$ cat config.mk
export PLATFORM = sky130hd
export DESIGN_NAME = uart_rx
export DESIGN_NICKNAME = d
export VERILOG_FILES = /design/src/common/uart_rx_pkg.sv /design/src/common/rx_frame_if.sv /design/src/rx_framer/rx_framer.sv /design/src/verilog/rx_filter.sv /design/src/verilog/rx_status.sv /design/src/verilog/uart_rx.sv
export SDC_FILE = /design/constraint.sdc
export NUM_CORES = 1
export LEC_CHECK = 0
export ABC_CLOCK_PERIOD_IN_PS = 2400
export BUFFER_PORTS_ARGS = -buffer_cell sky130_fd_sc_hd__buf_2
export CORE_ASPECT_RATIO = 1.75
export CORE_UTILIZATION = 55
export CTS_CLUSTER_DIAMETER = 80
export CTS_CLUSTER_SIZE = 16
export DETAILED_ROUTE_END_ITERATION = 10
export HOLD_SLACK_MARGIN = 0.02
export PLACE_DENSITY = 0.79
export SYNTH_ARGS = -nofsm -noshare
export SYNTH_HDL_FRONTEND = slang
export SYNTH_SLANG_ARGS = --single-unit
$ cat constraint.sdc
create_clock -name clk -period 2.4 [get_ports clk]
set_input_delay 0.12 -clock clk [delete_from_list [all_inputs] [get_ports clk]]
set_output_delay 0.12 -clock clk [all_outputs]
set_load 0.005 [all_outputs]
$ cat src/common/uart_rx_pkg.sv
/*
 * uart receiver shared definitions
 * byte type, bit counter type, receive state encoding and the
 * default oversampling ratio
 */
`default_nettype none

package uart_rx_pkg;

  // one received data byte, bit 7 is zero in 7-bit mode
  typedef logic [7:0] byte_t;

  // counts data plus parity bits of one frame, up to 9
  typedef logic [3:0] bit_cnt_t;

  // receive state machine
  typedef enum logic [1:0] {
    RX_IDLE = 2'd0,  // hunting for a start bit
    RX_DATA = 2'd1,  // shifting in data and parity
    RX_STOP = 2'd2,  // checking the stop bit
    RX_WAIT = 2'd3   // waiting for the line to return high
  } rx_state_e;

  // baud_tick strobes per serial bit
  localparam int OVERSAMPLE_DEFAULT = 16;

endpackage

`default_nettype wire

$ cat src/common/rx_frame_if.sv
/*
 * finished-frame interface from the framer to the status block
 * all signals are single-clock pulses or values valid with them
 */
`timescale 1ns/1ns
`default_nettype none

interface rx_frame_if;

  logic               byte_done;   // last data or parity bit sampled
  uart_rx_pkg::byte_t data;        // valid with byte_done
  logic               parity_bad;  // valid with byte_done, low without parity
  logic               stop_bad;    // stop bit sampled low

  modport framer (
    output byte_done,
    output data,
    output parity_bad,
    output stop_bad
  );

  modport status (
    input byte_done,
    input data,
    input parity_bad,
    input stop_bad
  );

endinterface

`default_nettype wire

$ cat src/rx_framer/rx_framer.sv
/*
 * uart receive framer
 * start bit detection, bit timing, data shift register and parity check
 * hands each finished frame to the status block over rx_frame_if
 */
`timescale 1ns/1ns
`default_nettype none

module rx_framer #(
  parameter int OVERSAMPLE = uart_rx_pkg::OVERSAMPLE_DEFAULT
) (
  input  logic       clk,
  input  logic       aresetn,
  input  logic       baud_tick,
  input  logic       rx_filtered,
  input  logic       bit8,        // 1: 8 data bits, 0: 7 data bits
  input  logic       parity_en,
  input  logic       odd_n_even,  // 1: odd parity, 0: even parity
  rx_frame_if.framer frame
);

  // counter also has to reach the wait limit for small ratios
  localparam int CNT_W = $clog2(OVERSAMPLE + 8);

  localparam logic [CNT_W-1:0] HALF_LAST  = CNT_W'(OVERSAMPLE / 2 - 1);
  localparam logic [CNT_W-1:0] BIT_LAST   = CNT_W'(OVERSAMPLE - 1);
  localparam logic [CNT_W-1:0] STOP_CHECK = CNT_W'(OVERSAMPLE - 2);
  localparam logic [CNT_W-1:0] WAIT_LAST  = CNT_W'(5);  // six ticks in wait

  uart_rx_pkg::rx_state_e state;
  logic [CNT_W-1:0]       tick_cnt;     // ticks within the current bit

  uart_rx_pkg::bit_cnt_t  bit_cnt;      // bits taken so far
  uart_rx_pkg::bit_cnt_t  last_bit;     // bits expected, latched at start
  uart_rx_pkg::bit_cnt_t  bit_cnt_nxt;
  logic                   bit8_q;
  logic                   par_en_q;
  logic                   par_acc;      // xor of data and parity bits
  logic [8:0]             shift;        // newest bit enters at the top

  logic                   start_ok;
  logic                   sample_now;
  logic                   last_sample;
  logic                   byte_done_q;
  logic                   stop_bad_q;
  uart_rx_pkg::byte_t     aligned;

  assign start_ok    = baud_tick && (state == uart_rx_pkg::RX_IDLE) &&
                       !rx_filtered && (tick_cnt == HALF_LAST);
  assign sample_now  = baud_tick && (state == uart_rx_pkg::RX_DATA) &&
                       (tick_cnt == BIT_LAST);
  assign bit_cnt_nxt = uart_rx_pkg::bit_cnt_t'(bit_cnt + 4'd1);
  assign last_sample = sample_now && (bit_cnt_nxt == last_bit);

  // --------------------
  // state machine
  // --------------------
  always_ff @(posedge clk or negedge aresetn)
  begin
    if (!aresetn)
    begin
      state    <= uart_rx_pkg::RX_IDLE;
      tick_cnt <= '0;
    end
    else if (baud_tick)
    begin
      case (state)
        uart_rx_pkg::RX_IDLE:
        begin
          if (rx_filtered)
          begin
            tick_cnt <= '0;  // line high, restart the search
          end
          else if (tick_cnt == HALF_LAST)
          begin
            state    <= uart_rx_pkg::RX_DATA;  // middle of start bit
            tick_cnt <= '0;
          end
          else
          begin
            tick_cnt <= tick_cnt + 1'b1;
          end
        end
        uart_rx_pkg::RX_DATA:
        begin
          if (tick_cnt == BIT_LAST)
          begin
            tick_cnt <= '0;
            if (bit_cnt_nxt == last_bit)
            begin
              state <= uart_rx_pkg::RX_STOP;
            end
          end
          else
          begin
            tick_cnt <= tick_cnt + 1'b1;
          end
        end
        uart_rx_pkg::RX_STOP:
        begin
          if (tick_cnt == BIT_LAST)
          begin
            state    <= uart_rx_pkg::RX_WAIT;
            tick_cnt <= '0;
          end
          else
          begin
            tick_cnt <= tick_cnt + 1'b1;
          end
        end
        uart_rx_pkg::RX_WAIT:
        begin
          // a low stop bit may hold the line down, give up after six ticks
          if (rx_filtered || (tick_cnt == WAIT_LAST))
          begin
            state    <= uart_rx_pkg::RX_IDLE;
            tick_cnt <= '0;
          end
          else
          begin
            tick_cnt <= tick_cnt + 1'b1;
          end
        end
        default:
        begin
          state    <= uart_rx_pkg::RX_IDLE;
          tick_cnt <= '0;
        end
      endcase
    end
  end

  // --------------------
  // frame format, bit count and parity
  // --------------------
  always_ff @(posedge clk or negedge aresetn)
  begin
    if (!aresetn)
    begin
      bit8_q   <= 1'b1;
      par_en_q <= 1'b0;
      last_bit <= 4'd8;
      bit_cnt  <= '0;
      par_acc  <= 1'b0;
    end
    else if (start_ok)
    begin
      bit8_q   <= bit8;
      par_en_q <= parity_en;
      last_bit <= uart_rx_pkg::bit_cnt_t'(4'd7 + {3'b000, bit8} + {3'b000, parity_en});
      bit_cnt  <= '0;
      par_acc  <= 1'b0;
    end
    else if (sample_now)
    begin
      bit_cnt <= bit_cnt_nxt;
      par_acc <= par_acc ^ rx_filtered;
    end
  end

  // lsb arrives first and ends up lowest once all bits are in
  always_ff @(posedge clk)
  begin
    if (sample_now)
    begin
      shift <= {rx_filtered, shift[8:1]};
    end
  end

  always_comb
  begin
    case ({bit8_q, par_en_q})
      2'b00:   aligned = {1'b0, shift[8:2]};
      2'b01:   aligned = {1'b0, shift[7:1]};  // parity in shift[8]
      2'b10:   aligned = shift[8:1];
      default: aligned = shift[7:0];          // parity in shift[8]
    endcase
  end

  // output pulses, one clock after the sampling tick
  always_ff @(posedge clk or negedge aresetn)
  begin
    if (!aresetn)
    begin
      byte_done_q <= 1'b0;
      stop_bad_q  <= 1'b0;
    end
    else
    begin
      byte_done_q <= last_sample;
      stop_bad_q  <= baud_tick && (state == uart_rx_pkg::RX_STOP) &&
                     (tick_cnt == STOP_CHECK) && !rx_filtered;
    end
  end

  assign frame.byte_done  = byte_done_q;
  assign frame.data       = aligned;
  assign frame.parity_bad = par_en_q & (par_acc ^ odd_n_even);  // odd wants xor of 1
  assign frame.stop_bad   = stop_bad_q;

  // --------------------
  // assertions
  // --------------------
  a_done_single: assert property (@(posedge clk) disable iff (!aresetn)
    frame.byte_done |=> !frame.byte_done);

  a_bit_cnt_range: assert property (@(posedge clk) disable iff (!aresetn)
    bit_cnt <= last_bit);

  a_state_legal: assert property (@(posedge clk) disable iff (!aresetn)
    state inside {uart_rx_pkg::RX_IDLE, uart_rx_pkg::RX_DATA,
                  uart_rx_pkg::RX_STOP, uart_rx_pkg::RX_WAIT});

endmodule

`default_nettype wire

$ cat src/verilog/rx_filter.sv
/*
 * receive line glitch filter
 * three-sample majority vote taken on each oversampling tick
 */
`timescale 1ns/1ns
`default_nettype none

module rx_filter (
  input  logic clk,
  input  logic aresetn,
  input  logic baud_tick,    // oversampling strobe
  input  logic rx,           // raw serial line
  output logic rx_filtered
);

  logic [2:0] samples;  // newest sample in bit 2

  // history starts all ones, an idle line reads high
  always_ff @(posedge clk or negedge aresetn)
  begin
    if (!aresetn)
    begin
      samples <= 3'b111;
    end
    else if (baud_tick)
    begin
      samples <= {rx, samples[2:1]};
    end
  end

  // -------------------
  // majority voter
  // -------------------
  // any two of three agreeing win, so a single-tick glitch is dropped
  assign rx_filtered = (samples[0] & samples[1]) |
                       (samples[1] & samples[2]) |
                       (samples[0] & samples[2]);

endmodule

`default_nettype wire

$ cat src/verilog/rx_status.sv
/*
 * uart receive status
 * holds the received byte and the full, overflow, parity and
 * framing flags until the host reads or clears them
 */
`timescale 1ns/1ns
`default_nettype none

module rx_status (
  input  logic               clk,
  input  logic               aresetn,
  input  logic               read_rx_byte,
  input  logic               clear_parity,
  input  logic               clear_framing_error,
  rx_frame_if.status         frame,
  output uart_rx_pkg::byte_t rx_byte,
  output logic               receive_full,
  output logic               overflow,
  output logic               parity_err,
  output logic               framing_error
);

  // --------------------
  // byte register, full and overflow
  // --------------------
  always_ff @(posedge clk or negedge aresetn)
  begin
    if (!aresetn)
    begin
      rx_byte      <= '0;
      receive_full <= 1'b0;
      overflow     <= 1'b0;
    end
    else
    begin
      // an unread byte is kept, the new one is lost
      if (frame.byte_done && !receive_full)
      begin
        rx_byte <= frame.data;
      end

      if (read_rx_byte)
      begin
        receive_full <= 1'b0;  // read wins
        overflow     <= 1'b0;
      end
      else if (frame.byte_done)
      begin
        if (receive_full)
        begin
          overflow <= 1'b1;
        end
        else
        begin
          receive_full <= 1'b1;
        end
      end
    end
  end

  // --------------------
  // error flags
  // --------------------
  always_ff @(posedge clk or negedge aresetn)
  begin
    if (!aresetn)
    begin
      parity_err    <= 1'b0;
      framing_error <= 1'b0;
    end
    else
    begin
      if (clear_parity)
      begin
        parity_err <= 1'b0;  // clear wins over a new error
      end
      else if (frame.byte_done && frame.parity_bad)
      begin
        parity_err <= 1'b1;
      end

      if (frame.stop_bad)
      begin
        framing_error <= 1'b1;  // here a new error wins
      end
      else if (clear_framing_error)
      begin
        framing_error <= 1'b0;
      end
    end
  end

  a_overflow_when_full: assert property (@(posedge clk) disable iff (!aresetn)
    $rose(overflow) |-> $past(receive_full));

endmodule

`default_nettype wire

$ cat src/verilog/uart_rx.sv
/*
 * uart receiver top level
 * glitch filter, framer and status block in series
 */
`timescale 1ns/1ns
`default_nettype none

module uart_rx #(
  parameter int OVERSAMPLE = uart_rx_pkg::OVERSAMPLE_DEFAULT  // ticks per bit
) (
  input  logic               clk,
  input  logic               aresetn,
  input  logic               baud_tick,
  input  logic               rx,
  input  logic               bit8,
  input  logic               parity_en,
  input  logic               odd_n_even,
  input  logic               read_rx_byte,
  input  logic               clear_parity,
  input  logic               clear_framing_error,
  output uart_rx_pkg::byte_t rx_byte,
  output logic               receive_full,
  output logic               overflow,
  output logic               parity_err,
  output logic               framing_error
);

  logic rx_filtered;  // majority-voted line

  rx_frame_if frame_if ();

  rx_filter u_filter (
    .clk         (clk),
    .aresetn     (aresetn),
    .baud_tick   (baud_tick),
    .rx          (rx),
    .rx_filtered (rx_filtered)
  );

  rx_framer #(
    .OVERSAMPLE (OVERSAMPLE)
  ) u_framer (
    .clk         (clk),
    .aresetn     (aresetn),
    .baud_tick   (baud_tick),
    .rx_filtered (rx_filtered),
    .bit8        (bit8),
    .parity_en   (parity_en),
    .odd_n_even  (odd_n_even),
    .frame       (frame_if.framer)
  );

  rx_status u_status (
    .clk                 (clk),
    .aresetn             (aresetn),
    .read_rx_byte        (read_rx_byte),
    .clear_parity        (clear_parity),
    .clear_framing_error (clear_framing_error),
    .frame               (frame_if.status),
    .rx_byte             (rx_byte),
    .receive_full        (receive_full),
    .overflow            (overflow),
    .parity_err          (parity_err),
    .framing_error       (framing_error)
  );

endmodule

`default_nettype wire
==> impl_summary.log <==
[metrics] run status: complete, no violations
[metrics] total number of clock tree sinks: 43
[metrics] count of port buffers added during placement: 21
[metrics] initial detailed-routing violation count: 17
[metrics] utilization after layout: 66.5%
[metrics] DRC violation count after routing: 0
[metrics] register-to-register path setup slack: 0.28 ns
[metrics] total global routing overflow: 0
[metrics] pin count of the biggest net entering global routing: 35
[metrics] class of the tightest hold or removal check: in -> reg
[metrics] synthesized area divided by synthesized cell count: 10.8 um2
[metrics] Setup violations, final: 0
[metrics] final estimated routing congestion in global placement: 0.825
[metrics] maximum net fanout on the critical path: 15
[metrics] Post-Place Worst Slack: 0.319 ns
[metrics] number of pins with negative max-slew slack in the final report: 0
[metrics] Synth async-reset ratio: 79.1%
[metrics] average wire per standard cell: 14.4 um
[metrics] global-route wire length before repair: 6.88 mm
[metrics] warning count from the yosys run: 0
[metrics] Post-Route Skew: 0.00397 ns
[metrics] Vert. Die Dim: 85.3 um
[metrics] number of global-route vias before repair: 1577
[metrics] headroom to the max-slew limit: 48.6%
[metrics] time the worst path needs with I/O delays and setup: 2.12 ns
[metrics] element type at the critical path end: register
[metrics] Core Footprint: 0.00370 mm2
[metrics] Routed WL: 3.94 mm
[metrics] setup TNS: 0 ns
[metrics] top-level port count: 22
[metrics] n_diodes: 0
[metrics] initial antenna violation count: 0
[metrics] LEAKAGE: 0.00116 uW
[metrics] overall power: 2130 uW
[metrics] proportion of synthesized chip area in sequential cells: 51.7%
[metrics] Gates resized, CTS repair: 0
[metrics] number of placed cells counting well taps: 262
[metrics] source of the worst register-to-register timing path: u_framer.tick_cnt[0]
[metrics] Hold Path Stages: 3
[metrics] Detail Placement HPWL: 2.90 mm
[metrics] most common cell after layout, fill and taps aside: dfrtp_1
[metrics] Pwr Density: 866 mW/mm2
[metrics] Worst IR Drop VDD: 0.666 mV
[metrics] slew at the pin with the worst max-slew slack: 0.771 ns
[metrics] Antenna Nets Post-Route: 0
[metrics] classification of the worst setup path: reg -> reg
[metrics] arrival time at the worst endpoint: 2.30 ns
[metrics] area added between synthesis and finish: 12.9%
[metrics] width of the die: 49.6 um
[metrics] latest clock arrival within the worst-skew pair: 0.30 ns
[metrics] number of cells on the worst reg-to-reg path: 8
[metrics] EDFF count, synth: 9
[metrics] postcts setup bufs: 0
[metrics] net total in the final layout: 248
[metrics] worst hold start: bit8
[metrics] buffers from clock root to sink, at most: 2
[metrics] effective utilization at floorplan: 58.9%
[metrics] average via count per standard cell: 5.50
[metrics] share of final-layout standard cells stronger than drive strength 1: 23.8%
[metrics] unrepaired setup endpoints after global routing: no
[metrics] count of TritonRoute iterations in the first routing pass: 4
[metrics] library cell used as clock root buffer: clkbuf_8
[metrics] number of clock buffers inserted by TritonCTS: 5
[metrics] Post-Layout Cell Count: 273
[metrics] fmax: 0.471 GHz
[metrics] MaxCap Viol Count: 0
[metrics] cells after synthesis: 201
[metrics] final worst slack: 0.277 ns
[metrics] top library cells by usage in the layout, fill and taps aside: 29 x dfrtp_1, 21 x nand2_1, 21 x buf_2
[metrics] register bit total from synthesis: 43
[metrics] final critical-path share of the clock period: 88.4%
[metrics] most used flip-flop cell after synthesis: dfrtp_1
[metrics] final hold vios: 0
[metrics] clock slew at reported path FFs: 0.08 ns
[metrics] crit path launch type: register
[metrics] number of distinct standard cells referenced by the synthesized netlist: 44
[metrics] die area: 0.00423 mm2
[metrics] CTS tree: done
[metrics] CTS H-Tree Depth: 2
[metrics] global routing usage summed across all routing layers: 21.7%
[metrics] Worst Hold Endpoint: u_framer.bit8_q
[metrics] Worst EP required: 2.58 ns
[metrics] Critical R2R Capture: u_framer.bit_cnt[3]
[metrics] vias post-DR: 1502
[metrics] combined area of all synthesized cells: 0.00218 mm2
[metrics] row cnt: 29
[metrics] net count after synthesis: 223
how the worst max path moves through the flow:
stage | from | endpoint | slack [ns] | cells after the start
after floorplan | u_framer.tick_cnt[0] | u_framer.bit_cnt[3] | 0.46 | 9
after global routing | u_framer.tick_cnt[0] | u_framer.bit_cnt[3] | 0.09 | 8
after detailed placement | u_framer.tick_cnt[0] | u_framer.bit_cnt[3] | 0.32 | 8
final | u_framer.tick_cnt[0] | u_framer.bit_cnt[3] | 0.28 | 8
after CTS | u_framer.tick_cnt[0] | u_framer.bit_cnt[3] | 0.27 | 8
after global placement | u_framer.tick_cnt[0] | u_framer.bit_cnt[3] | 0.43 | 8
per-stage QoR:
step | area, um2 | hold slack (ns)
6_report | 2460 | 0.0369
5_1_grt | 2460 | 0.0250
4_1_cts | 2460 | 0.0354
3_5_place_dp | 2320 | 0.234
3_3_place_gp | 2320 | 0.230
2_1_floorplan | 2180 | -0.176
Yosys cell counts (2+ instances only):
master | count | area share [%]
xor2_1 | 5 | 2.0
nand2b_1 | 6 | 1.7
nand3_1 | 3 | 0.69
and3_1 | 2 | 0.57
o21ai_0 | 9 | 2.1
edfxtp_1 | 9 | 12
a21oi_1 | 7 | 1.6
nand2_1 | 21 | 3.6
dfstp_2 | 5 | 6.0
nor3_1 | 2 | 0.46
o22ai_1 | 5 | 1.4
dfrtp_1 | 29 | 33
ha_1 | 12 | 6.9
buf_2 | 2 | 0.46
o21ai_1 | 6 | 1.4
a21oi_2 | 2 | 0.80
mux2i_1 | 9 | 4.1
xnor2_1 | 3 | 1.2
inv_1 | 13 | 2.2
nor2_1 | 16 | 2.8
mux2_2 | 9 | 4.6
clkbuf_1 | 4 | 0.69
critical path: stages, from the launching register on:
cell and delay, ns:
dfrtp_1 0.42, ha_1 0.22, nand3_1 0.11, inv_1 0.08, ha_1 0.16, and3_1 0.57
nand4_1 0.21, xor2_1 0.19, nor2_1 0.05
power by group:
group | internal (uW) | switching [uW]
clock | 310 | 255
combinational | 286 | 331
sequential | 847 | 103
total | 1440 | 688
sequential cells by signal, summed over array words and instances (netlist names), 2 cells and up:
register and flops:
u_framer.shift 9, u_filter.samples 3, u_status.rx_byte 8, u_framer.last_bit 3, u_framer.bit_cnt 4, u_framer.tick_cnt 5, u_framer.state 2
kinds of logic after synthesis:
group | share of synthesized area, %
XOR/XNOR | 3.21
adder cells (fa/ha/maj) | 7.40
AO/OA/AOI/OAI | 9.64
AND/OR/NAND/NOR | 15.0
flip-flops | 51.7
buffers and inverters | 3.56
multiplexers | 9.47
per-layer routing:
layer  track usage (%)  wire, um  vias to the layer above
li1                  -         -                      738
met1              20.7      1440                      735
met2              42.8      2340                       22
met3              4.30        82                        7
met4              9.09        78                        0
met5                 0         0                        -
what timing repair did:
item                                    CTS  global route
hold endpoints to repair                 32             0
hold buffers                              3             0
endpoints found under the setup margin    0             0
area by class of cell:
type	instances	area, um2
clock inverter	3	43.8
sequential	43	1130
multi-input combinational	138	976
timing repair buffer	24	135
clock buffer	5	68.8
inverter	14	52.6
tap	46	57.6
fill	326	1240
Note: power is estimated with default switching activity, not from simulation.
